===== src/rnn_pkg.sv =====
`default_nettype none

package rnn_pkg;

	// Q16.16 fixed point
	localparam int FIXED_W = 32;
	localparam int FRAC_W = 16;
	localparam logic signed [FIXED_W-1:0] ONE_Q = 32'sd1 <<< FRAC_W;
	localparam logic signed [FIXED_W-1:0] HALF_Q = ONE_Q >>> 1;
	localparam logic signed [FIXED_W-1:0] MINUS_ONE_Q = -ONE_Q;

	// weights are stored pre-multiplied by 256
	localparam int WSCALE_SHIFT = 8;

	// layer sizes
	localparam int MAX_INPUTS = 16;
	localparam int MAX_NEURONS = 8;
	localparam int WEIGHT_DEPTH = MAX_INPUTS * MAX_NEURONS;
	localparam int FEAT_AW = $clog2(MAX_INPUTS);
	localparam int NEUR_AW = $clog2(MAX_NEURONS);
	localparam int WGT_AW = $clog2(WEIGHT_DEPTH);

	// tanh table, 1/256 step in x
	localparam int LUT_DEPTH = 1024;
	localparam int LUT_AW = 10;
	localparam int LUT_FRAC_W = 8;
	localparam int SAT_W = FIXED_W - LUT_AW - LUT_FRAC_W;

	// APB map, byte addresses
	localparam int APB_AW = 13;
	localparam logic [APB_AW-1:0] ADDR_CTRL = 13'h000;
	localparam logic [APB_AW-1:0] ADDR_SIZES = 13'h004;
	localparam logic [APB_AW-1:0] ADDR_STATUS = 13'h008;
	localparam logic [APB_AW-1:0] FEAT_BASE = 13'h100;
	localparam logic [APB_AW-1:0] BIAS_BASE = 13'h200;
	localparam logic [APB_AW-1:0] OUT_BASE = 13'h300;
	localparam logic [APB_AW-1:0] WGT_BASE = 13'h400;
	localparam logic [APB_AW-1:0] LUT_BASE = 13'h1000;

	// memory write select
	localparam logic [1:0] MEM_FEAT = 2'd0;
	localparam logic [1:0] MEM_BIAS = 2'd1;
	localparam logic [1:0] MEM_WGT = 2'd2;
	localparam logic [1:0] MEM_LUT = 2'd3;

	// sequencer states
	localparam logic [1:0] ST_IDLE = 2'd0;
	localparam logic [1:0] ST_BIAS = 2'd1;
	localparam logic [1:0] ST_ACC = 2'd2;
	localparam logic [1:0] ST_DRAIN = 2'd3;

	// activation input, as a number or as table fields
	typedef union packed {
		logic signed [FIXED_W-1:0] q;
		struct packed {
			logic [SAT_W-1:0] sat;
			logic [LUT_AW-1:0] idx;
			logic [LUT_FRAC_W-1:0] frac;
		} f;
	} act_word_u;

endpackage

`default_nettype wire


===== src/mac_sequencer.sv =====
`timescale 1ns/1ns
`default_nettype none

module mac_sequencer (
	input  wire logic                          clk,
	input  wire logic                          rst,
	input  wire logic                          start_i,
	input  wire logic [rnn_pkg::FEAT_AW:0]     n_inputs_i,
	input  wire logic [rnn_pkg::NEUR_AW:0]     n_neurons_i,
	output logic [rnn_pkg::FEAT_AW-1:0]        feat_raddr_o,
	output logic [rnn_pkg::NEUR_AW-1:0]        bias_raddr_o,
	output logic [rnn_pkg::WGT_AW-1:0]         wgt_raddr_o,
	input  wire logic [rnn_pkg::FIXED_W-1:0]   feat_rdata_i,
	input  wire logic [rnn_pkg::FIXED_W-1:0]   bias_rdata_i,
	input  wire logic [rnn_pkg::FIXED_W-1:0]   wgt_rdata_i,
	output logic                               sum_valid_o,
	output logic [rnn_pkg::FIXED_W-1:0]        sum_o,
	output logic [rnn_pkg::NEUR_AW-1:0]        sum_neuron_o,
	input  wire logic                          res_valid_i,
	output logic                               busy_o,
	output logic                               done_o
);

	logic [1:0] state;
	logic [rnn_pkg::NEUR_AW-1:0] neuron;
	logic [rnn_pkg::FEAT_AW-1:0] inp, rd_inp;
	logic first;
	logic [rnn_pkg::FEAT_AW+rnn_pkg::NEUR_AW:0] wgt_idx;
	logic signed [2*rnn_pkg::FIXED_W-1:0] prod;
	logic signed [rnn_pkg::FIXED_W-1:0] prod_mid, acc_base, acc;
	logic last_inp, last_neuron;
	logic [rnn_pkg::NEUR_AW:0] sum_cnt, res_cnt;

	// addresses run one input ahead of the data
	always_comb begin
		rd_inp = (state == rnn_pkg::ST_BIAS) ? '0 : inp + 1'b1;
		wgt_idx = rd_inp * n_neurons_i + neuron;
	end

	assign feat_raddr_o = rd_inp;
	assign bias_raddr_o = neuron;
	assign wgt_raddr_o = wgt_idx[rnn_pkg::WGT_AW-1:0];

	// Q16.16 product keeps the middle word
	assign prod = $signed(feat_rdata_i) * $signed(wgt_rdata_i);
	assign prod_mid = prod[rnn_pkg::FIXED_W+rnn_pkg::FRAC_W-1:rnn_pkg::FRAC_W];
	assign acc_base = first ? $signed(bias_rdata_i) : acc;

	assign last_inp = ({1'b0, inp} + 1'b1) >= n_inputs_i;
	assign last_neuron = ({1'b0, neuron} + 1'b1) >= n_neurons_i;

	// acc is stable while the next bias is fetched
	assign sum_o = acc;

	always_ff @(posedge clk) begin
		if (state == rnn_pkg::ST_ACC)
			acc <= acc_base + prod_mid;
	end

	always_ff @(posedge clk) begin
		if (rst) begin
			state <= rnn_pkg::ST_IDLE;
			neuron <= '0;
			inp <= '0;
			first <= 1'b0;
			sum_valid_o <= 1'b0;
			sum_neuron_o <= '0;
			sum_cnt <= '0;
			res_cnt <= '0;
			busy_o <= 1'b0;
			done_o <= 1'b0;
		end else begin
			sum_valid_o <= 1'b0;
			done_o <= 1'b0;
			if (res_valid_i)
				res_cnt <= res_cnt + 1'b1;
			case (state)
				rnn_pkg::ST_IDLE: begin
					if (start_i) begin
						state <= rnn_pkg::ST_BIAS;
						neuron <= '0;
						sum_cnt <= '0;
						res_cnt <= '0;
						busy_o <= 1'b1;
					end
				end
				rnn_pkg::ST_BIAS: begin
					state <= rnn_pkg::ST_ACC;
					inp <= '0;
					first <= 1'b1;
				end
				rnn_pkg::ST_ACC: begin
					first <= 1'b0;
					if (last_inp) begin
						sum_valid_o <= 1'b1;
						sum_neuron_o <= neuron;
						sum_cnt <= sum_cnt + 1'b1;
						if (last_neuron) begin
							state <= rnn_pkg::ST_DRAIN;
						end else begin
							neuron <= neuron + 1'b1;
							state <= rnn_pkg::ST_BIAS;
						end
					end else begin
						inp <= inp + 1'b1;
					end
				end
				default: begin
					// wait for the activation pipe to empty
					if (res_cnt == sum_cnt) begin
						state <= rnn_pkg::ST_IDLE;
						busy_o <= 1'b0;
						done_o <= 1'b1;
					end
				end
			endcase
		end
	end

endmodule

`default_nettype wire


===== config.mk =====
export PLATFORM = sky130hd
export DESIGN_NAME = mac_sequencer
export DESIGN_NICKNAME = d
export VERILOG_FILES = /design/src/rnn_pkg.sv /design/src/mac_sequencer.sv
export SDC_FILE = /design/constraint.sdc
export NUM_CORES = 2
export LEC_CHECK = 0
export BUFFER_PORTS_ARGS = -buffer_cell sky130_fd_sc_hd__buf_2
export CAP_MARGIN = 20
export CORE_MARGIN = 2
export CORE_UTILIZATION = 60
export CTS_CLUSTER_DIAMETER = 30
export DETAILED_ROUTE_END_ITERATION = 10
export PLACE_DENSITY = 0.81
export REMOVE_ABC_BUFFERS = 1
export SLEW_MARGIN = 10
export SYNTH_ARGS = -nofsm -noshare
export SYNTH_HDL_FRONTEND = slang
export SYNTH_SLANG_ARGS = --single-unit

===== constraint.sdc =====
create_clock -name clk -period 12.2 [get_ports clk]
set_input_delay 1.22 -clock clk [delete_from_list [all_inputs] [get_ports clk]]
set_output_delay 1.22 -clock clk [all_outputs]
set_load 0.02 [all_outputs]

==> flow_metrics.env <==
export IMPL_status="finished clean"
export IMPL_fillCellCount=4501
export IMPL_max_slew_margin_pct=31.3
export IMPL_synth_top_family_by_area="adder cells"
export IMPL_drv_slew=0
export IMPL_grt_first_pass_wirelength_mm=136
export IMPL_die_area_um2=57700
export IMPL_critical_path_buf_inv_count=5
export IMPL_grt_setup_unrepaired="false"
export IMPL_r2r_end="sum_o[30]"
export IMPL_synth_compound_area_share_pct=4.22
export IMPL_post_route_period_util_pct=86.7
export IMPL_synth_simple_area_share_pct=16.7
export IMPL_ys_warn_count=0
export IMPL_yosysMostFrequentCell="fa_1"
export IMPL_tightest_slew_ps=1030
export IMPL_postLayoutCoreUtil_pct=62.9
export IMPL_clock_sinks=56
export IMPL_finClkSkew_ps=9.31
export IMPL_coreArea_um2=55200
export IMPL_hold_viol=0
export IMPL_num_antenna_cells=0
export IMPL_place_congestion=0.931
export IMPL_min_path_type="reg -> reg"
export IMPL_grt_pass1_vias=25500
export IMPL_crit_path_start_kind="input pin"
export IMPL_min_from="sum_neuron_o[1]"
export IMPL_postCtsResizedCells=0
export IMPL_required_ps=12250
export IMPL_grt_max_degree=44
export IMPL_first_pass_iters=7
export IMPL_r2r_start="first"
export IMPL_antenna_found_initial=1
export IMPL_cts_root_buffer="clkbuf_16"
export IMPL_synthTopCellsByCount="844 x fa_1, 843 x inv_1, 500 x and2_1"
export IMPL_ant_nets=0
export IMPL_cts_hold_buf=0
export IMPL_synth_xor_area_share_pct=3.08
export IMPL_hpwl_mm=68.2
export IMPL_cts_max_path_buffers=2
export IMPL_synthArstFlopShare_pct=0
export IMPL_cp_slowest_cell="fa_1"
export IMPL_period_needed_ps=10580
export IMPL_cts_buffers=5
export IMPL_multi_input_area_um2=28200
export IMPL_final_layout_size_suffix_gt1_share_pct=6.24
export IMPL_path_delay_family="adder cells"
export IMPL_track_usage_pct=30.3
export IMPL_postLayoutCellArea_um2=34700
export IMPL_cts_setup_buffers=0
export IMPL_overflow=0
export IMPL_cp_end_kind="flip-flop"
export IMPL_viasPerCell=5.50
export IMPL_ios=161
export IMPL_reg2reg_depth=15
export IMPL_synthAdderAreaFrac_pct=58.9
export IMPL_cp_max_fo=32
export IMPL_max_freq_mhz=94.6
export IMPL_synthMuxAreaShare_pct=1.28
export IMPL_synthCells=3597
export IMPL_drc=0
export IMPL_synth_edf_count=32
export IMPL_drt_total_wl_mm=81.5
export IMPL_critical_path_class="in -> reg"
export IMPL_clk_pin_slew_ps=80
export IMPL_die_y_um=240
export IMPL_ys_seq_elements=56
export IMPL_vias=23900
export IMPL_tns_ps=0
export IMPL_yosysSeqAreaShare_pct=4.30
export IMPL_routedWlPerCell_um=18.8
export IMPL_initial_core_util_pct=60.7
export IMPL_whs_endpoint="sum_neuron_o[1]"
export IMPL_dr_first_iter_drc_count=1731
export IMPL_cts_tree="done"
export IMPL_critical_path_max_stage_delay_ps=550
export IMPL_h_tree_depth=2
export IMPL_dpl_cell_area_um2=34600
export IMPL_row_count=86
export IMPL_synthDominantCellAreaShare_pct=50.4
export IMPL_maxCapViolCount=0
export IMPL_hold_depth=2
export IMPL_cp_common_cell="fa_1"
export IMPL_netlist_top_cells_area="fa_1 50%, inv_1 9.4%, and2_1 9.3%, ha_1 8.5%, nand2_1 4.7%"
export IMPL_die_w_um=240
export IMPL_synth_top_flop_cell="edfxtp_1"
export IMPL_cp_arrival_ps=10630
export IMPL_portBuffers=160
export IMPL_worstSkewPairLatency_ps=300
export IMPL_finalNetCount=4767
export IMPL_syn_to_final_growth_pct=3.66
export IMPL_r2r_setup_slack_ps=8430
export IMPL_synth_area_per_cell_um2=9.31
export IMPL_yosysTopAreaCell="fa_1"
export IMPL_ys_types=68
export IMPL_netlist_area_um2=33500
export IMPL_setup_viol=0
export IMPL_regArea_um2=1440
[registers in the layout (all words and copies together), names as in the netlist]
| name | count |
|---|---|
| sum_cnt | 4 |
| inp | 4 |
| sum_valid_o | 1 |
| state | 2 |
| bias_raddr_o | 3 |
| done_o | 1 |
| res_cnt | 4 |
| first | 1 |
| busy_o | 1 |
| sum_neuron_o | 3 |
| sum_o | 32 |
[final cells by class]
class	count	area share [%]
inverters	843	9.11
multi-input cells	2518	81.2
well taps	748	2.69
repair buffers	163	2.37
clock buffers	6	0.432
flip-flops and latches	56	4.15
clock inverters	2	0.0432
[worst register-to-register path: cells and delay by family, from the launching register on]
family	cells	cell delay, ps
xor gates and xnor gates	1	120
AOI/OAI and AO/OA	6	1370
muxes	1	250
DFF	1	310
buffers and inverters	2	440
adders and majority gates	2	640
and+or+nand+nor	3	400
[through the flow]
stage	worst slack [ps]	instances	hold WS [ps]
after floorplan	2750	3417	493
after global placement	1510	4328	475
after detailed placement	1430	4328	479
after CTS	1700	4336	502
after global routing	1000	4336	527
final	1620	4336	502
[placed cells by master (no fill, tap or decap), drive strengths merged, types with 3 or more instances in the layout]
master / n
a22oi: 3
dfxtp: 24
inv: 845
a221oi: 4
nor2b: 19
o21a: 18
nor2: 61
fa: 844
a21o: 43
a31oi: 6
xnor2: 94
o2111ai: 5
nand2: 421
nand2b: 17
nand3: 12
a211oi: 10
and2: 500
clkbuf: 6
ha: 227
o21ai: 37
mux2i: 7
xor2: 24
o21bai: 7
and4: 3
nor3: 14
nand4: 11
edfxtp: 32
a21oi: 57
o211ai: 4
and3: 13
buf: 163
mux2: 32
[layer usage]
layer / wire, µm / track usage (%) / up-vias
li1: - / - / 10400
met1: 33000 / 42.6 / 12200
met2: 37700 / 46.7 / 1126
met3: 8890 / 9.29 / 134
met4: 1870 / 6.66 / 2
met5: 13 / 0 / -
[worst max-delay path by stage]
| stage | from | end | slack (ps) | depth (start not counted) |
|---|---|---|---|---|
| after floorplan | feat_rdata_i[13] | sum_o[29] | 2750 | 34 |
| after global routing | wgt_rdata_i[8] | sum_o[29] | 1000 | 36 |
| after CTS | feat_rdata_i[11] | sum_o[29] | 1700 | 35 |
| final | feat_rdata_i[15] | sum_o[29] | 1620 | 35 |
| after detailed placement | feat_rdata_i[11] | sum_o[29] | 1430 | 35 |
| after global placement | feat_rdata_i[11] | sum_o[29] | 1510 | 35 |
[cells by family after synthesis]
family	after synthesis
buf+inv	1023
mux	39
compound gates	207
simple gates	1083
xor+xnor	118
flops	56
fa+ha+maj	1071
Power is not shown: default switching activity piles up to over one toggle a cycle in this logic, so the estimate is an artifact.
