**config.mk**
```make
export PLATFORM = sky130hd
export DESIGN_NAME = dense_apb_regs
export DESIGN_NICKNAME = d
export VERILOG_FILES = /design/src/rnn_pkg.sv /design/src/dense_apb_regs.sv
export SDC_FILE = /design/constraint.sdc
export NUM_CORES = 1
export LEC_CHECK = 0
export BUFFER_PORTS_ARGS = -buffer_cell sky130_fd_sc_hd__buf_2
export CELL_PAD_IN_SITES_DETAIL_PLACEMENT = 0
export CELL_PAD_IN_SITES_GLOBAL_PLACEMENT = 1
export CORE_ASPECT_RATIO = 1.25
export CORE_MARGIN = 1
export CORE_UTILIZATION = 19
export CTS_BUF_LIST = sky130_fd_sc_hd__clkbuf_16
export CTS_CLUSTER_DIAMETER = 150
export CTS_CLUSTER_SIZE = 12
export DETAILED_ROUTE_END_ITERATION = 6
export HOLD_SLACK_MARGIN = 0.05
export PLACE_DENSITY_LB_ADDON = 0.3
export SKIP_LAST_GASP = 1
export SLEW_MARGIN = 15
export SYNTH_ARGS = -nofsm -noshare
export SYNTH_HDL_FRONTEND = slang
export SYNTH_SLANG_ARGS = --single-unit
export TNS_END_PERCENT = 20
```
**constraint.sdc**
```tcl
create_clock -name clk -period 3.2 [get_ports clk]
set_input_delay 0.96 -clock clk [delete_from_list [all_inputs] [get_ports clk]]
set_output_delay 0.96 -clock clk [all_outputs]
set_load 0.1 [all_outputs]
```
**src/rnn_pkg.sv**
```systemverilog
`default_nettype none

package rnn_pkg;

	// Q16.16 fixed point
	localparam int FIXED_W = 32;
	localparam int FRAC_W = 16;
	localparam logic signed [FIXED_W-1:0] ONE_Q = 32'sd1 <<< FRAC_W;
	localparam logic signed [FIXED_W-1:0] HALF_Q = ONE_Q >>> 1;
	localparam logic signed [FIXED_W-1:0] MINUS_ONE_Q = -ONE_Q;

	// weights are stored pre-multiplied by 256
	localparam int WSCALE_SHIFT = 8;

	// layer sizes
	localparam int MAX_INPUTS = 16;
	localparam int MAX_NEURONS = 8;
	localparam int WEIGHT_DEPTH = MAX_INPUTS * MAX_NEURONS;
	localparam int FEAT_AW = $clog2(MAX_INPUTS);
	localparam int NEUR_AW = $clog2(MAX_NEURONS);
	localparam int WGT_AW = $clog2(WEIGHT_DEPTH);

	// tanh table, 1/256 step in x
	localparam int LUT_DEPTH = 1024;
	localparam int LUT_AW = 10;
	localparam int LUT_FRAC_W = 8;
	localparam int SAT_W = FIXED_W - LUT_AW - LUT_FRAC_W;

	// APB map, byte addresses
	localparam int APB_AW = 13;
	localparam logic [APB_AW-1:0] ADDR_CTRL = 13'h000;
	localparam logic [APB_AW-1:0] ADDR_SIZES = 13'h004;
	localparam logic [APB_AW-1:0] ADDR_STATUS = 13'h008;
	localparam logic [APB_AW-1:0] FEAT_BASE = 13'h100;
	localparam logic [APB_AW-1:0] BIAS_BASE = 13'h200;
	localparam logic [APB_AW-1:0] OUT_BASE = 13'h300;
	localparam logic [APB_AW-1:0] WGT_BASE = 13'h400;
	localparam logic [APB_AW-1:0] LUT_BASE = 13'h1000;

	// memory write select
	localparam logic [1:0] MEM_FEAT = 2'd0;
	localparam logic [1:0] MEM_BIAS = 2'd1;
	localparam logic [1:0] MEM_WGT = 2'd2;
	localparam logic [1:0] MEM_LUT = 2'd3;

	// sequencer states
	localparam logic [1:0] ST_IDLE = 2'd0;
	localparam logic [1:0] ST_BIAS = 2'd1;
	localparam logic [1:0] ST_ACC = 2'd2;
	localparam logic [1:0] ST_DRAIN = 2'd3;

	// activation input, as a number or as table fields
	typedef union packed {
		logic signed [FIXED_W-1:0] q;
		struct packed {
			logic [SAT_W-1:0] sat;
			logic [LUT_AW-1:0] idx;
			logic [LUT_FRAC_W-1:0] frac;
		} f;
	} act_word_u;

endpackage

`default_nettype wire

```
**src/dense_apb_regs.sv**
```systemverilog
`timescale 1ns/1ns
`default_nettype none

module dense_apb_regs (
	input  wire logic                          clk,
	input  wire logic                          rst,
	input  wire logic                          psel_i,
	input  wire logic                          penable_i,
	input  wire logic                          pwrite_i,
	input  wire logic [rnn_pkg::APB_AW-1:0]    paddr_i,
	input  wire logic [rnn_pkg::FIXED_W-1:0]   pwdata_i,
	output logic [rnn_pkg::FIXED_W-1:0]        prdata_o,
	output logic                               pready_o,
	output logic                               pslverr_o,
	input  wire logic                          busy_i,
	input  wire logic                          done_i,
	output logic                               start_o,
	output logic                               act_sigmoid_o,
	output logic [rnn_pkg::FEAT_AW:0]          n_inputs_o,
	output logic [rnn_pkg::NEUR_AW:0]          n_neurons_o,
	output logic                               mem_we_o,
	output logic [1:0]                         mem_sel_o,
	output logic [rnn_pkg::LUT_AW-1:0]         mem_addr_o,
	output logic [rnn_pkg::FIXED_W-1:0]        mem_wdata_o,
	output logic [rnn_pkg::NEUR_AW-1:0]        out_raddr_o,
	input  wire logic [rnn_pkg::FIXED_W-1:0]   out_rdata_i
);

	logic wr, rd, blocked;
	logic ctrl_hit, sizes_hit, status_hit;
	logic feat_hit, bias_hit, wgt_hit, lut_hit, out_hit, mem_hit;
	logic done_q;

	assign wr = psel_i & penable_i & pwrite_i;
	assign rd = psel_i & penable_i & ~pwrite_i;
	// start already issued counts as busy too
	assign blocked = busy_i | start_o;

	// register and window decode, word aligned
	assign ctrl_hit = (paddr_i >> 2) == (rnn_pkg::ADDR_CTRL >> 2);
	assign sizes_hit = (paddr_i >> 2) == (rnn_pkg::ADDR_SIZES >> 2);
	assign status_hit = (paddr_i >> 2) == (rnn_pkg::ADDR_STATUS >> 2);
	assign feat_hit = (paddr_i >> (rnn_pkg::FEAT_AW + 2)) ==
		(rnn_pkg::FEAT_BASE >> (rnn_pkg::FEAT_AW + 2));
	assign bias_hit = (paddr_i >> (rnn_pkg::NEUR_AW + 2)) ==
		(rnn_pkg::BIAS_BASE >> (rnn_pkg::NEUR_AW + 2));
	assign out_hit = (paddr_i >> (rnn_pkg::NEUR_AW + 2)) ==
		(rnn_pkg::OUT_BASE >> (rnn_pkg::NEUR_AW + 2));
	assign wgt_hit = (paddr_i >> (rnn_pkg::WGT_AW + 2)) ==
		(rnn_pkg::WGT_BASE >> (rnn_pkg::WGT_AW + 2));
	assign lut_hit = (paddr_i >> (rnn_pkg::LUT_AW + 2)) ==
		(rnn_pkg::LUT_BASE >> (rnn_pkg::LUT_AW + 2));
	assign mem_hit = feat_hit | bias_hit | wgt_hit | lut_hit;

	// memory writes, the low address bits index each array
	assign mem_we_o = wr & mem_hit & ~blocked;
	assign mem_addr_o = paddr_i[rnn_pkg::LUT_AW+1:2];
	assign mem_wdata_o = pwdata_i;
	assign out_raddr_o = paddr_i[rnn_pkg::NEUR_AW+1:2];

	always_comb begin
		if (lut_hit)
			mem_sel_o = rnn_pkg::MEM_LUT;
		else if (wgt_hit)
			mem_sel_o = rnn_pkg::MEM_WGT;
		else if (bias_hit)
			mem_sel_o = rnn_pkg::MEM_BIAS;
		else
			mem_sel_o = rnn_pkg::MEM_FEAT;
	end

	assign pready_o = 1'b1;
	assign pslverr_o = (wr & (mem_hit | sizes_hit) & blocked) |
		(rd & ~(ctrl_hit | sizes_hit | status_hit | out_hit));

	// output window data was addressed during setup
	always_comb begin
		prdata_o = '0;
		if (rd) begin
			if (ctrl_hit) begin
				prdata_o[1] = act_sigmoid_o;
			end else if (sizes_hit) begin
				prdata_o[rnn_pkg::FEAT_AW:0] = n_inputs_o;
				prdata_o[16 +: rnn_pkg::NEUR_AW+1] = n_neurons_o;
			end else if (status_hit) begin
				prdata_o[0] = busy_i;
				prdata_o[1] = done_q;
			end else if (out_hit) begin
				prdata_o = out_rdata_i;
			end
		end
	end

	always_ff @(posedge clk) begin
		if (rst) begin
			start_o <= 1'b0;
			act_sigmoid_o <= 1'b0;
			n_inputs_o <= '0;
			n_neurons_o <= '0;
			done_q <= 1'b0;
		end else begin
			start_o <= 1'b0;
			if (wr && ctrl_hit && !blocked) begin
				start_o <= pwdata_i[0];
				act_sigmoid_o <= pwdata_i[1];
			end
			if (wr && sizes_hit && !blocked) begin
				n_inputs_o <= pwdata_i[rnn_pkg::FEAT_AW:0];
				n_neurons_o <= pwdata_i[16 +: rnn_pkg::NEUR_AW+1];
			end
			// sticky until the next run starts
			if (start_o)
				done_q <= 1'b0;
			else if (done_i)
				done_q <= 1'b1;
		end
	end

endmodule

`default_nettype wire

```
==> impl_metrics.toml, run 1 <==
[place]
post-dp-hpwl_mm = 4.32
portBuffers = 127
place_ws_ns = -0.282
place_congestion = 0.685

[sta]
hold_viol = 0
setup_ws_ns = -0.200
drv_slew = 0
max_freq_mhz = 294
rsz0062_at_grt = "yes"
post-route-period-util_pct = 106
relSlewSlack_pct = 53.4
min_period_ns = 3.40
max_slew.worst_pin.slew_ns = 0.696
fin_skew_ns = 0.00192
setup_viol = 33

[global_route]
grt_max_degree = 24
grt_overflow_total = 0
grt_pass1_wl_mm = 8.45
first_global_vias = 1647
gr-usage-all-layers_pct = 14.0
antenna_found_initial = 0

[final_layout]
n_antenna_cell = 0
layout-drive-gt1-share_pct = 71.0
nets = 368
area.growth.synth_to_final_pct = 97.4

[yosys]
synth_top_family_by_area = "simple AND/OR/NAND/NOR gates"
async_flop_share_pct = 0
synth_edf_count = 0
yosys.area_share.simple_pct = 33.7
ys_top_cells_by_area = "buf_4 27%, dfxtp_1 17%, and2_1 10%"
ys_ff_latch = 12
synth.avg_cell_area_um2 = 7.63
synth_xor_area_share_pct = 0
synth_compound_gate_area_share_pct = 20.0
synthDistinctLibCells = 40
synth_most_common_cell = "buf_4"
yosys-top-cells-count = "49 x buf_4, 23 x and2_1"
synth_top_area_share_pct = 26.6
synthAdderAreaFrac_pct = 0
syn_nets = 265
yosysSeqAreaShare_pct = 17.4
ys_warn_count = 0
synth_cells = 181
yosys.area.top_type = "buf_4"
syn-cell-area_mm2 = 0.00138
muxShareOfSynthArea_pct = 0
synthFlopType = "dfxtp_1"

[outcome]
failed_checks = "negative setup slack"
status = "finished, violations left"

[hold_path]
hp-class = "flop to flop"
min_path_cells = 2

[worst_setup_path]
critPathLaunchType = "input port"
cp_max_fo = 23
cp-end-kind = "output port"
crit_arrival_ns = 2.44
r2r_slack_ns = 1.56
critical_path_required_ns = 2.24
reg2reg_depth = 4
path_class = "input port to output port"

[power_and_ir_drop]
p_seq_share_pct = 23.7
p_comb_share_pct = 40.2
internal_power_uw = 384
sw_frac_of_total_pct = 40.0
power.total_uw = 639
p_sw_uw = 256
clkPwrFrac_pct = 36.1
p_leak_nw = 1.19
power_density_mw_per_mm2 = 235
peakVddDrop_v = 0.000131

[die]
fp.dieW_um = 78.3
start_util_pct = 19.8
core_area_mm2 = 0.00698
io_pins = 177
die_h_um = 97.3
dieArea_mm2 = 0.00762
placementRows = 34

[clocking]
cts_inserted_buffers = 3
clk_latency_ns = 0.24
clk_pin_slew_worst_paths_ns = 0.05
ctsLongestPathBuffers = 2
holdBufCountCts = 0
cts_sinks = 12
cts_tree = "yes"
clockRootBuffer = "clkbuf_16"
htreeDepth = 1

[drt]
wirelength_mm = 5.27
drc = 0
drtIter0Drc = 68
via_count = 1654
drt-vias-per-instance = 4.43
routedWlPerCell_um = 14.1
drtAntennaViolNets = 0
drtPass1Iterations = 4

[run]
drv_cap = 0
==> worst max-delay path: stages <==
cell     delay, ns
buf_2         0.11
or4bb_4       0.62
nor3_4        0.22
buf_12        0.16
and2_1        0.18
buf_12        0.18
==> through the flow <==
| step | utilization, % | hold slack, ns | instance area (µm²) | instances | setup TNS [ns] |
|---|---|---|---|---|---|
| finish | 39.1 | 0.485 | 2730 | 373 | -5.77 |
| global route | 39.1 | 0.523 | 2730 | 373 | -8.15 |
| CTS | 39.1 | 0.491 | 2730 | 373 | -6.31 |
| detailed placement | 37.1 | 0.485 | 2580 | 368 | -6.21 |
| global placement | 37.1 | 0.481 | 2580 | 368 | -5.90 |
| floorplan | - | 0.467 | 1500 | 181 | -6.50 |
==> power groups by stage <==
stage | Combinational [mW] | Sequential (mW) | Clock (mW)
6_report | 0.257 | 0.151 | 0.231
5_1_grt | 0.269 | 0.151 | 0.247
4_1_cts | 0.260 | 0.151 | 0.236
3_5_place_dp | 0.253 | 0.154 | 0
3_3_place_gp | 0.252 | 0.154 | 0
2_1_floorplan | 0.318 | 0.154 | 0
==> final timing paths <==
check                                     from        endpoint
worst min register to register  n_neurons_o[1]  n_neurons_o[1]
worst max register to register         start_o   act_sigmoid_o
worst max-delay path                paddr_i[9]     prdata_o[5]
worst min-delay path            n_neurons_o[1]  n_neurons_o[1]
==> per-layer routing <==
layer | vias to the layer above | global-route usage [%] | part of all wire, %
li1 | 794 | - | -
met1 | 745 | 15.6 | 37
met2 | 107 | 25.8 | 51
met3 | 8 | 4.23 | 11
met4 | 0 | 2.56 | 0.72
met5 | - | 0 | 0
==> what timing repair did <==
action | 4_1_cts | 5_1_grt
pin swaps | 8 | 1
setup endpoints to repair | 33 | 34
resized for setup | 9 | 0
setup buffers | 0 | 0
cloned | 1 | 0
==> cell type report <==
cell class                 instances  area, µm²
fill                             732       4250
timing repair buffer             150       1380
multi-input combinational        114        906
sequential                        12        240
tap                               90        113
clock buffer                       3       75.1
inverter                           3       11.3
clock inverter                     1       3.75
==> state kept, by name, summed over array words and instances (netlist names) <==
signal and flops:
act_sigmoid_o 1, done_q 1, n_inputs_o 5, n_neurons_o 4, start_o 1
==> cells in the final DEF, fill, tap and decap left out, drive strengths merged, types with 2 or more instances in the layout <==
cell type and count:
inv 3, nor2 14, nor3 6, o21bai 2
buf 150, o21ai 13, a21oi 12, clkbuf 3
nor4 2, and2 23, nand3b 2, nand3 11
dfxtp 12, or4 2, a22oi 9
==> logic make-up after synthesis <==
kind of cell | Yosys count
compound gates | 44
other cells | 1
flops | 12
simple gates | 68
buf+inv | 56
Power figures use the tool's default switching activity.
==> run 2: changes to the inputs <==
- ABC_AREA: unset -> 1
- CORE_UTILIZATION: 19 -> 21
==> impl_metrics.toml, run 2 <==
[global_route]
grt_pass1_wl_mm = 6.84
grt_max_degree = 24
antenna_found_initial = 0
gr-usage-all-layers_pct = 10.3
grt_overflow_total = 0
first_global_vias = 1542

[yosys]
synthDistinctLibCells = 25
synth.avg_cell_area_um2 = 6.31
synth_edf_count = 0
yosys.area.top_type = "buf_4"
async_flop_share_pct = 0
syn-cell-area_mm2 = 0.00168
synth_cells = 266
synth_most_common_cell = "nand2_1"
ys_top_cells_by_area = "buf_4 21%, nor2_4 15%, dfxtp_1 14%"
ys_ff_latch = 12
yosys-top-cells-count = "56 x nand2_1, 49 x inv_1, 46 x buf_4"
yosysSeqAreaShare_pct = 14.3
synthFlopType = "dfxtp_1"
ys_warn_count = 0
synth_top_area_share_pct = 20.6
syn_nets = 350

[drt]
via_count = 1763
drtIter0Drc = 50
dr_wl_met2_mm = 2.42
drc = 0
wirelength_mm = 4.66
drtPass1Iterations = 4
m1WireLength_mm = 1.84
drt-vias-per-instance = 3.91
routedWlPerCell_um = 10.3
dr_wl_met3_um = 342
drtAntennaViolNets = 0
highest_layer = "met4"

[die]
die_h_um = 102
dieArea_mm2 = 0.00835
placementRows = 36
io_pins = 177
core_area_mm2 = 0.00775
fp.dieW_um = 82.0
start_util_pct = 21.7

[place]
place_ws_ns = 0.0562
post-dp-hpwl_mm = 3.88
dpl.cell_count = 445
placed_area_mm2 = 0.00276
portBuffers = 127
place_congestion = 0.721

[final_layout]
reg_top3 = "n_inputs_o x5, n_neurons_o x4"
finalInstanceArea_mm2 = 0.00292
area.growth.synth_to_final_pct = 74.0
final_cells = 451
nets = 442
regMostFlops = "n_inputs_o"
largest_reg_flops = 5
n_antenna_cell = 0
fin_util_pct = 37.7
fillCellCount = 823
layout_commonest_cell = "buf_2"
layout-drive-gt1-share_pct = 54.2
layout_common_cells = "90 x buf_2, 52 x nand2_1, 47 x inv_1"

[sta]
max_freq_mhz = 320
drv_slew = 0
fin_skew_ns = 0.00227
setup_viol = 0
setup_ws_ns = 0.0758
hold_viol = 0
post-route-period-util_pct = 97.6
min_period_ns = 3.12
rsz0062_at_grt = "yes"

[clocking]
clockRootBuffer = "clkbuf_16"
cts_tree = "yes"
holdBufCountCts = 0
cts_inserted_buffers = 3
clk_pin_slew_worst_paths_ns = 0.04
clk_latency_ns = 0.24
ctsLongestPathBuffers = 2
cts_sinks = 12
htreeDepth = 1

[worst_setup_path]
cp_slowest_stage_delay_ns = 0.23
cp_max_fo = 11
path_common_cell = "nor2_4"
critPathLaunchType = "input port"
cp_top_family = "simple AND/OR/NAND/NOR gates"
crit_chain = "buf_2, nor2_4, nand2_2, nor3_4, nand2_4, clkbuf_16, nor2_4, buf_12"
cp_num_buf_inv = 3
crit_arrival_ns = 2.16
cp-end-kind = "output port"
critPathSlowestCell = "nor3_4"
critical_path_required_ns = 2.24
path_class = "input port to output port"

[power_and_ir_drop]
p_leak_nw = 1.48
power_density_mw_per_mm2 = 215
peakVddDrop_v = 0.000221

[outcome]
status = "completed"

[run]
drv_cap = 0

[hold_path]
hp-class = "flop to flop"
## run 2: cell count changes after synthesis, sizes merged, moves of 3 or more
cell,change
a21oi,-4
a22oi,-9
and2,-23
clkbuf,-3
inv,+47
nand2,+58
nor2,+50
nor3,-4
o21ai,-12
## run 2: cell families (layout without fill, tap and decap cells)
kind of cell | after synthesis | in the layout | share of synthesized area, %
flip-flops | 12 | 12 | 14.3
AND/OR/NAND/NOR | 141 | 141 | 46.3
buffers and inverters | 102 | 192 | 36.1
other | 1 | 1 | 0.223
AO/OA/AOI/OAI | 10 | 10 | 3.06
## run 2: worst paths after layout
check / slack [ns] / depth (start not counted) / end / start
worst max-delay path: 0.08 / 8 / prdata_o[30] / paddr_i[11]
worst min register to register: 0.46 / 1 / done_q / start_o
worst max register to register: 1.86 / 6 / n_neurons_o[2] / start_o
worst min-delay path: 0.46 / 1 / done_q / start_o
## run 2: worst reg2reg max path, stage by stage, from the launching register on
cell	delay [ns]
dfxtp_1	0.32
or2_1	0.25
nor2_2	0.21
nand3_4	0.23
nand2_1	0.12
nand2_1	0.05
nor2_1	0.09
## run 2: through the flow
step	power [mW]	setup TNS [ns]	hold WS, ns
detailed placement	0.402	0	0.458
finish	0.627	0	0.463
global placement	0.402	0	0.465
global route	0.654	-0.241	0.491
floorplan	0.486	-0.526	0.467
CTS	0.630	0	0.464
## run 2: what timing repair did
item                                    4_1_cts  5_1_grt
setup buffers                                 0        1
endpoints found under the setup margin        0       16
gates resized for setup                       0        9
## run 2: report_power, final
part / switching (mW) / total (mW) / leakage (nW) / internal (mW)
clock network: 0.0627 / 0.225 / 0.0370 / 0.163
logic: 0.191 / 0.250 / 1.34 / 0.0592
registers: 0.000538 / 0.151 / 0.0969 / 0.151
## run 2: area by class of cell
cell class | count | area, µm² | share of cell area (%)
clock buffers | 3 | 75.1 | 2.57
flip-flops and latches | 12 | 240 | 8.23
inverters | 51 | 196 | 6.73
repair buffers | 138 | 1330 | 45.6
well taps | 95 | 119 | 4.07
multi-input cells | 152 | 957 | 32.8
## run 2: metal layers
metal / GRT usage (%) / vias to the layer above
met4: 2.83 / 0
met5: 0 / -
met2: 18.8 / 83
met3: 1.52 / 10
met1: 12.2 / 764
li1: - / 906
