===== src/rnn_pkg.sv =====
`default_nettype none

package rnn_pkg;

	// Q16.16 fixed point
	localparam int FIXED_W = 32;
	localparam int FRAC_W = 16;
	localparam logic signed [FIXED_W-1:0] ONE_Q = 32'sd1 <<< FRAC_W;
	localparam logic signed [FIXED_W-1:0] HALF_Q = ONE_Q >>> 1;
	localparam logic signed [FIXED_W-1:0] MINUS_ONE_Q = -ONE_Q;

	// weights are stored pre-multiplied by 256
	localparam int WSCALE_SHIFT = 8;

	// layer sizes
	localparam int MAX_INPUTS = 16;
	localparam int MAX_NEURONS = 8;
	localparam int WEIGHT_DEPTH = MAX_INPUTS * MAX_NEURONS;
	localparam int FEAT_AW = $clog2(MAX_INPUTS);
	localparam int NEUR_AW = $clog2(MAX_NEURONS);
	localparam int WGT_AW = $clog2(WEIGHT_DEPTH);

	// tanh table, 1/256 step in x
	localparam int LUT_DEPTH = 1024;
	localparam int LUT_AW = 10;
	localparam int LUT_FRAC_W = 8;
	localparam int SAT_W = FIXED_W - LUT_AW - LUT_FRAC_W;

	// APB map, byte addresses
	localparam int APB_AW = 13;
	localparam logic [APB_AW-1:0] ADDR_CTRL = 13'h000;
	localparam logic [APB_AW-1:0] ADDR_SIZES = 13'h004;
	localparam logic [APB_AW-1:0] ADDR_STATUS = 13'h008;
	localparam logic [APB_AW-1:0] FEAT_BASE = 13'h100;
	localparam logic [APB_AW-1:0] BIAS_BASE = 13'h200;
	localparam logic [APB_AW-1:0] OUT_BASE = 13'h300;
	localparam logic [APB_AW-1:0] WGT_BASE = 13'h400;
	localparam logic [APB_AW-1:0] LUT_BASE = 13'h1000;

	// memory write select
	localparam logic [1:0] MEM_FEAT = 2'd0;
	localparam logic [1:0] MEM_BIAS = 2'd1;
	localparam logic [1:0] MEM_WGT = 2'd2;
	localparam logic [1:0] MEM_LUT = 2'd3;

	// sequencer states
	localparam logic [1:0] ST_IDLE = 2'd0;
	localparam logic [1:0] ST_BIAS = 2'd1;
	localparam logic [1:0] ST_ACC = 2'd2;
	localparam logic [1:0] ST_DRAIN = 2'd3;

	// activation input, as a number or as table fields
	typedef union packed {
		logic signed [FIXED_W-1:0] q;
		struct packed {
			logic [SAT_W-1:0] sat;
			logic [LUT_AW-1:0] idx;
			logic [LUT_FRAC_W-1:0] frac;
		} f;
	} act_word_u;

endpackage

`default_nettype wire


===== src/activation_unit.sv =====
`timescale 1ns/1ns
`default_nettype none

module activation_unit (
	input  wire logic                                 clk,
	input  wire logic                                 rst,
	input  wire logic                                 sum_valid_i,
	input  wire logic signed [rnn_pkg::FIXED_W-1:0]   sum_i,
	input  wire logic [rnn_pkg::NEUR_AW-1:0]          sum_neuron_i,
	input  wire logic                                 act_sigmoid_i,
	output logic [rnn_pkg::LUT_AW-1:0]                lut_raddr_o,
	input  wire logic [rnn_pkg::FIXED_W-1:0]          lut_rdata_i,
	input  wire logic [rnn_pkg::FIXED_W-1:0]          lut_next_rdata_i,
	output logic                                      res_valid_o,
	output logic [rnn_pkg::FIXED_W-1:0]               res_data_o,
	output logic [rnn_pkg::NEUR_AW-1:0]               res_neuron_o
);

	logic signed [rnn_pkg::FIXED_W-1:0] scaled;
	rnn_pkg::act_word_u mag_in, s1_word;
	logic s1_valid, s1_neg, s1_sig;
	logic [rnn_pkg::NEUR_AW-1:0] s1_neuron;
	logic signed [rnn_pkg::FIXED_W:0] diff;
	logic signed [rnn_pkg::FIXED_W+rnn_pkg::LUT_FRAC_W+1:0] step, step_sh;
	logic signed [rnn_pkg::FIXED_W-1:0] interp, tanh_v, act_v;

	// stage one: weight scale, extra halving for sigmoid, magnitude
	always_comb begin
		if (act_sigmoid_i)
			scaled = sum_i >>> (rnn_pkg::WSCALE_SHIFT + 1);
		else
			scaled = sum_i >>> rnn_pkg::WSCALE_SHIFT;
		mag_in.q = scaled[rnn_pkg::FIXED_W-1] ? -scaled : scaled;
	end

	// table read lands together with the stage one registers
	assign lut_raddr_o = mag_in.f.idx;

	always_ff @(posedge clk) begin
		s1_word <= mag_in;
		s1_neg <= scaled[rnn_pkg::FIXED_W-1];
		s1_sig <= act_sigmoid_i;
		s1_neuron <= sum_neuron_i;
	end

	// stage two: linear interpolation between neighbours
	always_comb begin
		diff = $signed({lut_next_rdata_i[rnn_pkg::FIXED_W-1], lut_next_rdata_i}) -
			$signed({lut_rdata_i[rnn_pkg::FIXED_W-1], lut_rdata_i});
		step = diff * $signed({1'b0, s1_word.f.frac});
		step_sh = step >>> rnn_pkg::LUT_FRAC_W;
		interp = $signed(lut_rdata_i) + step_sh[rnn_pkg::FIXED_W-1:0];
		// beyond the table tanh is flat at +-1
		if (s1_word.f.sat != '0)
			tanh_v = s1_neg ? rnn_pkg::MINUS_ONE_Q : rnn_pkg::ONE_Q;
		else
			tanh_v = s1_neg ? -interp : interp;
		// sigmoid(x) = tanh(x/2)/2 + 1/2
		act_v = s1_sig ? (tanh_v >>> 1) + rnn_pkg::HALF_Q : tanh_v;
	end

	always_ff @(posedge clk) begin
		res_data_o <= act_v;
		res_neuron_o <= s1_neuron;
	end

	always_ff @(posedge clk) begin
		if (rst) begin
			s1_valid <= 1'b0;
			res_valid_o <= 1'b0;
		end else begin
			s1_valid <= sum_valid_i;
			res_valid_o <= s1_valid;
		end
	end

endmodule

`default_nettype wire


===== config.mk =====
export PLATFORM = sky130hd
export DESIGN_NAME = activation_unit
export DESIGN_NICKNAME = d
export VERILOG_FILES = /design/src/rnn_pkg.sv /design/src/activation_unit.sv
export SDC_FILE = /design/constraint.sdc
export NUM_CORES = 1
export LEC_CHECK = 0
export ABC_AREA = 0
export ABC_CLOCK_PERIOD_IN_PS = 22900
export BUFFER_PORTS_ARGS = -buffer_cell sky130_fd_sc_hd__buf_4
export CELL_PAD_IN_SITES_DETAIL_PLACEMENT = 0
export CELL_PAD_IN_SITES_GLOBAL_PLACEMENT = 1
export CORE_MARGIN = 2
export CORE_UTILIZATION = 40
export DETAILED_ROUTE_END_ITERATION = 8
export HOLD_SLACK_MARGIN = 0.06
export PLACE_DENSITY = 0.76
export REMOVE_ABC_BUFFERS = 1
export SLEW_MARGIN = 20
export SYNTH_ARGS = -nofsm -noshare
export SYNTH_HDL_FRONTEND = slang
export SYNTH_SLANG_ARGS = --single-unit

===== constraint.sdc =====
create_clock -name clk -period 22.9 [get_ports clk]
set_input_delay 1.145 -clock clk [delete_from_list [all_inputs] [get_ports clk]]
set_output_delay 1.145 -clock clk [all_outputs]
set_load 0.03 [all_outputs]

==> results.json, run 1 <==
{
  "outcome": "complete, no violations",
  "cp_data_arrival_time_ps": 13470,
  "worst_slack_ps": 9650,
  "synth_cell_types": 96,
  "synth_mux_area_share_pct": 1.56,
  "synth_top_family_by_area": "adder cells",
  "cts.clk_slew.worst_paths_ps": 50,
  "drive_above_1_share_pct": 9.99,
  "skew_ps": 7.36,
  "io_pins": 149,
  "synth_area_um2": 16100,
  "drt-total-wl_mm": 40.6,
  "crit_fanout": 8,
  "worst_slew_pin_slew_ps": 1130,
  "m1WireLength_mm": 18.5,
  "cts_setup_buffers": 0,
  "synth_seq_cells": 64,
  "diodes": 0,
  "synth-edff-count": 0,
  "num_rows": 73,
  "filler_cell_count": 4044,
  "setup-tns-final_ps": 0,
  "yosys.area_share.xor_xnor_pct": 6.64,
  "synthTopCellsByCount": "inv_1, nand2_1, fa_1",
  "cts_tree": "done",
  "synth_area_per_cell_um2": 8.01,
  "drtPass1Iterations": 5,
  "cts_resized": 0,
  "critical_path.top_delay_family": "compound AO/OA/AOI/OAI gates",
  "highest_layer": "met4",
  "maxCapViolations": 0,
  "multi_input_area_um2": 13300,
  "drt_iter0_markers": 568,
  "synth-simple-area-share_pct": 21.5,
  "synth_warnings": 0,
  "dp_hpwl_mm": 33.8,
  "clock_latency_ps": 330,
  "grt_max_degree": 61,
  "crit_buf_inv": 5,
  "synth_ff_type": "dfxtp_1",
  "ctsHtreeMaxLevel": 3,
  "synth_top_area_share_pct": 24.9,
  "start_util_pct": 40.5,
  "period_share_pct": 57.9,
  "whs_ps": 328,
  "synth_most_common_cell": "inv_1",
  "drc_errors": 0,
  "crit_type": "primary input to flop",
  "hold_viol_final": 0,
  "fin_cells": 2628,
  "met2_length_mm": 20.5,
  "relSlewSlack_pct": 24.1,
  "cts.sinks": 64,
  "synth_compound_area_share_pct": 16.8,
  "worstPathRequired_ps": 23120,
  "startpoint_type": "primary input",
  "async_reset_ff_share_pct": 0,
  "port_buffers": 140,
  "antenna_found_initial": 0,
  "synth_fa_ha_area_share_pct": 35.9,
  "grt_pass1_vias": 14200,
  "max_freq_mhz": 75.4,
  "vias": 13800,
  "clk_path_buf_depth": 2,
  "grt-ovfl-total": 0,
  "rsz0062_at_grt": "false",
  "wl_per_cell_um": 15.5,
  "slowest_delay_ps": 880,
  "period_minus_slack_ps": 13250,
  "holdCritPathClass": "flop to flop",
  "holdBufCountCts": 0,
  "seqCellArea_um2": 1290,
  "ant_nets": 0,
  "cp-end-kind": "flop",
  "placed_cells": 2612,
  "die_area_um2": 41800,
  "grt_pass1_wl_mm": 68.8,
  "ys_seq_area_share_pct": 7.97,
  "ff2ff_setup_slack_ps": 12660,
  "syn2layout_area_growth_pct": 10.5,
  "synthCells": 2008,
  "vias_per_cell": 5.27,
  "gp_congestion": 0.844,
  "grt.total_usage_pct": 20.2,
  "finalMaxSlewViolations": 0,
  "die_y_um": 205,
  "cp_slowest_cell": "o21ai_0",
  "routed-wl-met3_mm": 1.06,
  "yosys-top-cells-area": "fa_1, ha_1, dfxtp_1, inv_1, and2_1",
  "synth_top_area_cell": "fa_1",
  "cts_buffers": 9,
  "die-width_um": 205,
  "setup_viol_count_final": 0,
  "root_buffer": "clkbuf_16",
  "dp_worst_setup_slack_ps": 9440,
  "layout.nets": 2542,
  "core-area_um2": 39700
}
## worst paths after layout
path / start / endpoint / cells past startpoint
worst max-delay path: lut_rdata_i[1] / res_data_o[30] / 48
worst min-delay path: s1_neuron[0] / res_neuron_o[0] / 0
worst max register to register: s1_word[0] / res_data_o[30] / 32
worst min register to register: s1_neuron[0] / res_neuron_o[0] / 0
## stage by stage
step	area, um2	util (%)
finish	17800	44.7
global route	17800	44.7
CTS	17800	44.7
detailed placement	17500	44.1
global placement	17500	44.0
floorplan	15700	-
## cell families (layout without fill, tap and decap cells)
logic type / Yosys count / count (layout)
DFF: 64 / 64
AOI/OAI and AO/OA: 402 / 402
other: 1 / 8
muxes: 22 / 22
buffers and inverters: 389 / 477
adders and majority gates: 341 / 341
and+or+nand+nor: 670 / 670
xor gates and xnor gates: 119 / 119
## registers in the layout, indices dropped and copies added, names as in the netlist
name,count
res_data_o,32
s1_word,22
res_neuron_o,3
s1_neuron,3
res_valid_o,1
s1_neg,1
s1_sig,1
s1_valid,1
## layer usage
layer  vias to the layer above  GRT usage [%]
li1                       6793              -
met1                      6807           26.0
met2                       195           37.1
met3                        43           1.91
met4                         0           3.34
met5                         -              0
## cell type report
type,count,area share (%)
inverter,312,6.59
timing repair buffer,149,6.29
sequential,64,7.24
multi-input combinational,1562,74.7
clock buffer,11,1.31
tap,525,3.70
clock inverter,5,0.190
## layout by cell type, fill, tap and decap left out, types with 17 or more instances in the layout
cell type	count
buf_4	149
and2_1	153
nand4_1	17
ha_1	141
o21a_1	27
inv_1	312
dfxtp_1	60
o21ai_0	73
and3_1	18
nand3_1	30
fa_1	200
nor2_1	115
a21o_1	30
nor2b_1	39
xnor2_1	69
nor3_1	28
a31oi_1	17
xor2_1	48
a21oi_1	110
nand2_1	201
Power of run 1 is left out: the tool's default activity adds up to more than one toggle a clock period on the data nets, which glitch-free logic cannot reach.
==> run 2: changes to the inputs <==
--- a/config.mk
+++ b/config.mk
@@ -6,7 +6,7 @@
 export NUM_CORES = 1
 export LEC_CHECK = 0
 export ABC_AREA = 0
-export ABC_CLOCK_PERIOD_IN_PS = 22900
+export ABC_CLOCK_PERIOD_IN_PS = 13050
 export BUFFER_PORTS_ARGS = -buffer_cell sky130_fd_sc_hd__buf_4
 export CELL_PAD_IN_SITES_DETAIL_PLACEMENT = 0
 export CELL_PAD_IN_SITES_GLOBAL_PLACEMENT = 1
==> constraint.sdc (replaced) <==
create_clock -name clk -period 13.05 [get_ports clk]
set_input_delay 0.6525 -clock clk [delete_from_list [all_inputs] [get_ports clk]]
set_output_delay 0.6525 -clock clk [all_outputs]
set_load 0.03 [all_outputs]
==> results.json, run 2 (same netlist as run 1, synthesis figures left out) <==
{
  "outcome": "complete, no violations",
  "cts_setup_buffers": 0,
  "grt.met2_usage_pct": 37.2,
  "reg2reg_to": "res_data_o[30]",
  "slowest_delay_ps": 570,
  "cp-end-kind": "flop",
  "ant_nets": 0,
  "root_buffer": "clkbuf_16",
  "drt-total-wl_mm": 40.5,
  "io_pins": 149,
  "wl_per_cell_um": 15.3,
  "use_met3_pct": 1.50,
  "r2r-start": "s1_word[4]",
  "skew_ps": 8.40,
  "hold_viol_final": 0,
  "top_usage_layer": "met2",
  "gp_congestion": 0.874,
  "finalMaxSlewViolations": 0,
  "layout_commonest_cell": "inv_1",
  "cts_tree": "done",
  "port_buffers": 140,
  "min_to": "res_neuron_o[2]",
  "reg2reg_depth": 32,
  "clk_path_buf_depth": 2,
  "start_util_pct": 40.5,
  "largest_reg_flops": 32,
  "grt_pass1_wl_mm": 69.2,
  "cp_data_arrival_time_ps": 12220,
  "holdCritStartpoint": "s1_neuron[2]",
  "grt_pass1_vias": 14400,
  "clock_latency_ps": 330,
  "setup-tns-final_ps": 0,
  "cp_slowest_cell": "fa_1",
  "maxCapViolations": 0,
  "period_minus_slack_ps": 12010,
  "worst_slew_pin_slew_ps": 921,
  "max_freq_mhz": 83.3,
  "grt_max_degree": 61,
  "holdCritPathClass": "flop to flop",
  "setup_viol_count_final": 0,
  "whs_path_depth": 0,
  "vias_per_cell": 5.25,
  "antenna_found_initial": 0,
  "ctsHtreeMaxLevel": 3,
  "ff2ff_setup_slack_ps": 2510,
  "drive_above_1_share_pct": 10.6,
  "grtUsageMet1_pct": 26.2,
  "cts.clk_slew.worst_paths_ps": 50,
  "crit_type": "primary input to flop",
  "period_share_pct": 92.0,
  "vias": 13900,
  "die_y_um": 205,
  "layout_common_cells": "inv_1, nand2_1, fa_1",
  "worstPathRequired_ps": 13260,
  "diodes": 0,
  "rsz0062_at_grt": "false",
  "cts.sinks": 64,
  "crit_fanout": 9,
  "drc_errors": 0,
  "holdBufCountCts": 0,
  "largest-register": "res_data_o",
  "startpoint_type": "primary input",
  "layout.nets": 2556,
  "die_area_um2": 41800,
  "dp_worst_setup_slack_ps": 597,
  "crit_buf_inv": 6,
  "reg.largest.list": "res_data_o x32, s1_word x22",
  "core-area_um2": 39700,
  "critical_path.top_delay_family": "compound AO/OA/AOI/OAI gates",
  "drtPass1Iterations": 7,
  "grt.total_usage_pct": 20.1,
  "worst_slack_ps": 1040,
  "num_rows": 73,
  "syn2layout_area_growth_pct": 11.5,
  "dp_hpwl_mm": 34.1,
  "drt_iter0_markers": 633,
  "relSlewSlack_pct": 37.0,
  "cts_buffers": 9,
  "die-width_um": 205,
  "grt-ovfl-total": 0
}
==> run 2: changes by cell type in the layout (fill, tap and decap cells not counted), moves of 2 or more <==
cell / before / now
bufinv_16: 0 / 2
clkinvlp_4: 2 / 0
clkbuf_8: 0 / 2
buf_4: 149 / 163
==> run 2: how the worst max path moves through the flow <==
| stage | slack (ps) | endpoint | cells after the start | from |
|---|---|---|---|---|
| after floorplan | 1850 | res_data_o[30] | 46 | lut_rdata_i[2] |
| after global placement | 700 | res_data_o[30] | 48 | lut_rdata_i[2] |
| after detailed placement | 600 | res_data_o[30] | 49 | lut_next_rdata_i[0] |
| after CTS | 890 | res_data_o[30] | 49 | lut_next_rdata_i[0] |
| after global routing | 30 | res_data_o[30] | 49 | lut_next_rdata_i[0] |
| final | 1040 | res_data_o[30] | 49 | lut_next_rdata_i[0] |
==> run 2: metrics by stage <==
step	instance area [um2]	hold slack, ps	util [%]	instances
2_1_floorplan	15700	310	-	1938
5_1_grt	17900	330	45.1	2641
3_5_place_dp	17600	313	44.3	2626
4_1_cts	17900	325	45.1	2641
6_report	17900	324	45.1	2641
3_3_place_gp	17600	310	44.3	2626
==> run 2: worst reg2reg max path, delay by kind of cell, from the launching register on <==
| kind | cells | cell delay [ps] |
|---|---|---|
| and+or+nand+nor | 11 | 3410 |
| adders and majority gates | 6 | 2840 |
| AOI/OAI and AO/OA | 9 | 2260 |
| DFF | 1 | 810 |
| xor gates and xnor gates | 2 | 480 |
| buffers and inverters | 3 | 480 |
| muxes | 1 | 180 |
==> run 2: layout make-up <==
cell class | instances | area [um2]
Fill cell | 4037 | 21800
Timing Repair Buffer | 163 | 1220
Tap cell | 525 | 657
Clock inverter | 3 | 65.1
Inverter | 312 | 1170
Sequential cell | 64 | 1280
Multi-Input combinational cell | 1562 | 13300
Clock buffer | 12 | 256
==> run 2: timing repair <==
item,4_1_cts,5_1_grt
hold endpoints to repair,0,0
resized for setup,0,2
endpoints found under the setup margin,0,1
==> run 2: metal layers <==
layer / vias up / wire (um) / share of wire (%)
met1: 6770 / 18400 / 45
met4: 0 / 357 / 0.88
met5: - / 0 / 0
li1: 6821 / - / -
met3: 31 / 1100 / 2.7
met2: 234 / 20600 / 51
Power of run 2 is left out for the same reason.
==> run 3: changes to the inputs <==
--- a/config.mk
+++ b/config.mk
@@ -11,12 +11,12 @@
 export CELL_PAD_IN_SITES_DETAIL_PLACEMENT = 0
 export CELL_PAD_IN_SITES_GLOBAL_PLACEMENT = 1
 export CORE_MARGIN = 2
-export CORE_UTILIZATION = 40
+export CORE_UTILIZATION = 47
 export DETAILED_ROUTE_END_ITERATION = 8
 export HOLD_SLACK_MARGIN = 0.06
-export PLACE_DENSITY = 0.76
+export PLACE_DENSITY = 0.87
 export REMOVE_ABC_BUFFERS = 1
-export SLEW_MARGIN = 20
+export SLEW_MARGIN = 10
 export SYNTH_ARGS = -nofsm -noshare
 export SYNTH_HDL_FRONTEND = slang
 export SYNTH_SLANG_ARGS = --single-unit
==> results.json, run 3 (same netlist as run 1, synthesis figures left out) <==
{
  "grt.total_usage_pct": 23.1,
  "wl_per_cell_um": 15.5,
  "use_met3_pct": 2.32,
  "ctsHtreeMaxLevel": 3,
  "maxCapViolations": 0,
  "gp_congestion": 0.877,
  "antenna_found_initial": 1,
  "ff2ff_setup_slack_ps": 2540,
  "worst_slew_pin_slew_ps": 1120,
  "drive_above_1_share_pct": 10.5,
  "core-area_um2": 33600,
  "setup-tns-final_ps": 0,
  "reg2reg_depth": 32,
  "final_design_area_no_fill_um2": 17800,
  "port_buffers": 140,
  "clk_path_buf_depth": 2,
  "cts.clk_slew.worst_paths_ps": 60,
  "setup_viol_count_final": 0,
  "drt_iter0_markers": 609,
  "cp_data_arrival_time_ps": 12410,
  "layout_common_cells": "inv_1, nand2_1, fa_1",
  "cts_buffers": 9,
  "dpl_cell_area_um2": 17500,
  "filler_cell_count": 3242,
  "largest_reg_flops": 32,
  "skew_ps": 8.25,
  "reg2reg_to": "res_data_o[30]",
  "layout.nets": 2549,
  "period_minus_slack_ps": 12200,
  "max_freq_mhz": 82.0,
  "reg.largest.list": "res_data_o x32, s1_word x22",
  "final_util_pct": 52.9,
  "rsz0062_at_grt": "false",
  "vias_per_cell": 5.43,
  "vias": 13900,
  "finalMaxSlewViolations": 0,
  "grtUsageMet1_pct": 29.4,
  "die_y_um": 189,
  "drt-total-wl_mm": 39.7,
  "cp-end-kind": "flop",
  "holdCritPathClass": "flop to flop",
  "top_usage_layer": "met2",
  "largest-register": "res_data_o",
  "start_util_pct": 47.8,
  "ant_nets": 0,
  "dp_worst_setup_slack_ps": 360,
  "outcome": "complete, no violations",
  "layout_commonest_cell": "inv_1",
  "io_pins": 149,
  "root_buffer": "clkbuf_16",
  "die-width_um": 189,
  "crit_type": "primary input to flop",
  "hold_viol_final": 0,
  "grt_pass1_wl_mm": 68.3,
  "cts_setup_buffers": 0,
  "dp_hpwl_mm": 32.6,
  "cts_tree": "done",
  "relSlewSlack_pct": 25.3,
  "cp_slowest_cell": "fa_1",
  "worstPathRequired_ps": 13270,
  "whs_path_depth": 0,
  "drtPass1Iterations": 8,
  "r2r-start": "s1_word[6]",
  "diodes": 0,
  "grt_max_degree": 61,
  "grt_pass1_vias": 14300,
  "period_share_pct": 93.5,
  "worst_slack_ps": 852,
  "syn2layout_area_growth_pct": 10.6,
  "min_to": "res_neuron_o[1]",
  "num_rows": 67,
  "cts.sinks": 64,
  "grt-ovfl-total": 0,
  "crit_fanout": 9,
  "drc_errors": 0,
  "startpoint_type": "primary input",
  "die_area_um2": 35700,
  "grt.met2_usage_pct": 42.4,
  "slowest_delay_ps": 550,
  "clock_latency_ps": 330,
  "holdCritStartpoint": "s1_neuron[1]"
}
-- run 3: cell types whose count changed in the layout (fill, tap and decap cells not counted) --
cell	before	now
buf_4	163	156
a2111oi_0	4	6
a2111oi_1	2	0
clkbuf_8	2	0
clkinv_4	0	2
clkinvlp_4	0	2
inv_6	0	2
a221oi_1	4	3
a221oi_2	1	2
a31oi_1	17	16
a31oi_2	0	1
bufinv_16	2	1
clkbuf_1	1	0
clkinv_2	1	0
-- run 3: repair_timing --
action | in CTS | in global routing
hold buffers | 0 | 0
endpoints found under the setup margin | 0 | 2
resized for setup | 0 | 3
-- run 3: worst max path at each step --
stage,start,endpoint,slack (ps),cells after the start
floorplan,lut_rdata_i[2],res_data_o[30],1850,46
global placement,lut_rdata_i[2],res_data_o[30],530,48
detailed placement,lut_next_rdata_i[0],res_data_o[30],360,48
CTS,lut_next_rdata_i[0],res_data_o[30],650,48
global route,lut_next_rdata_i[0],res_data_o[30],3,49
finish,lut_next_rdata_i[0],res_data_o[30],850,49
-- run 3: metrics by stage --
step / hold WS (ps) / std cells
5_1_grt: 332 / 2558
6_report: 329 / 2558
3_5_place_dp: 314 / 2542
3_3_place_gp: 310 / 2542
4_1_cts: 331 / 2558
2_1_floorplan: 310 / 1938
-- run 3: area by class of cell --
| type | instances | area, um2 | area share, % |
|---|---|---|---|
| clock inverter | 7 | 80.1 | 0.450 |
| sequential | 64 | 1280 | 7.23 |
| inverter | 312 | 1170 | 6.59 |
| tap | 448 | 561 | 3.15 |
| timing repair buffer | 156 | 1170 | 6.59 |
| multi-input combinational | 1562 | 13300 | 74.7 |
| clock buffer | 9 | 225 | 1.27 |
-- run 3: layer usage --
layer | routed length (um) | vias to the layer above | share of wire, %
li1 | - | 6808 | -
met1 | 17300 | 6756 | 44
met2 | 20200 | 273 | 51
met3 | 1510 | 43 | 3.8
met4 | 682 | 0 | 1.7
met5 | 0 | - | 0
-- run 3: worst max-delay path, delay by kind of cell --
kind | cells | cell delay (ps)
adders and majority gates | 8 | 3110
and+or+nand+nor | 11 | 2600
xor gates and xnor gates | 4 | 1280
buffers and inverters | 6 | 450
AOI/OAI and AO/OA | 20 | 4290
Power of run 3 is left out for the same reason.
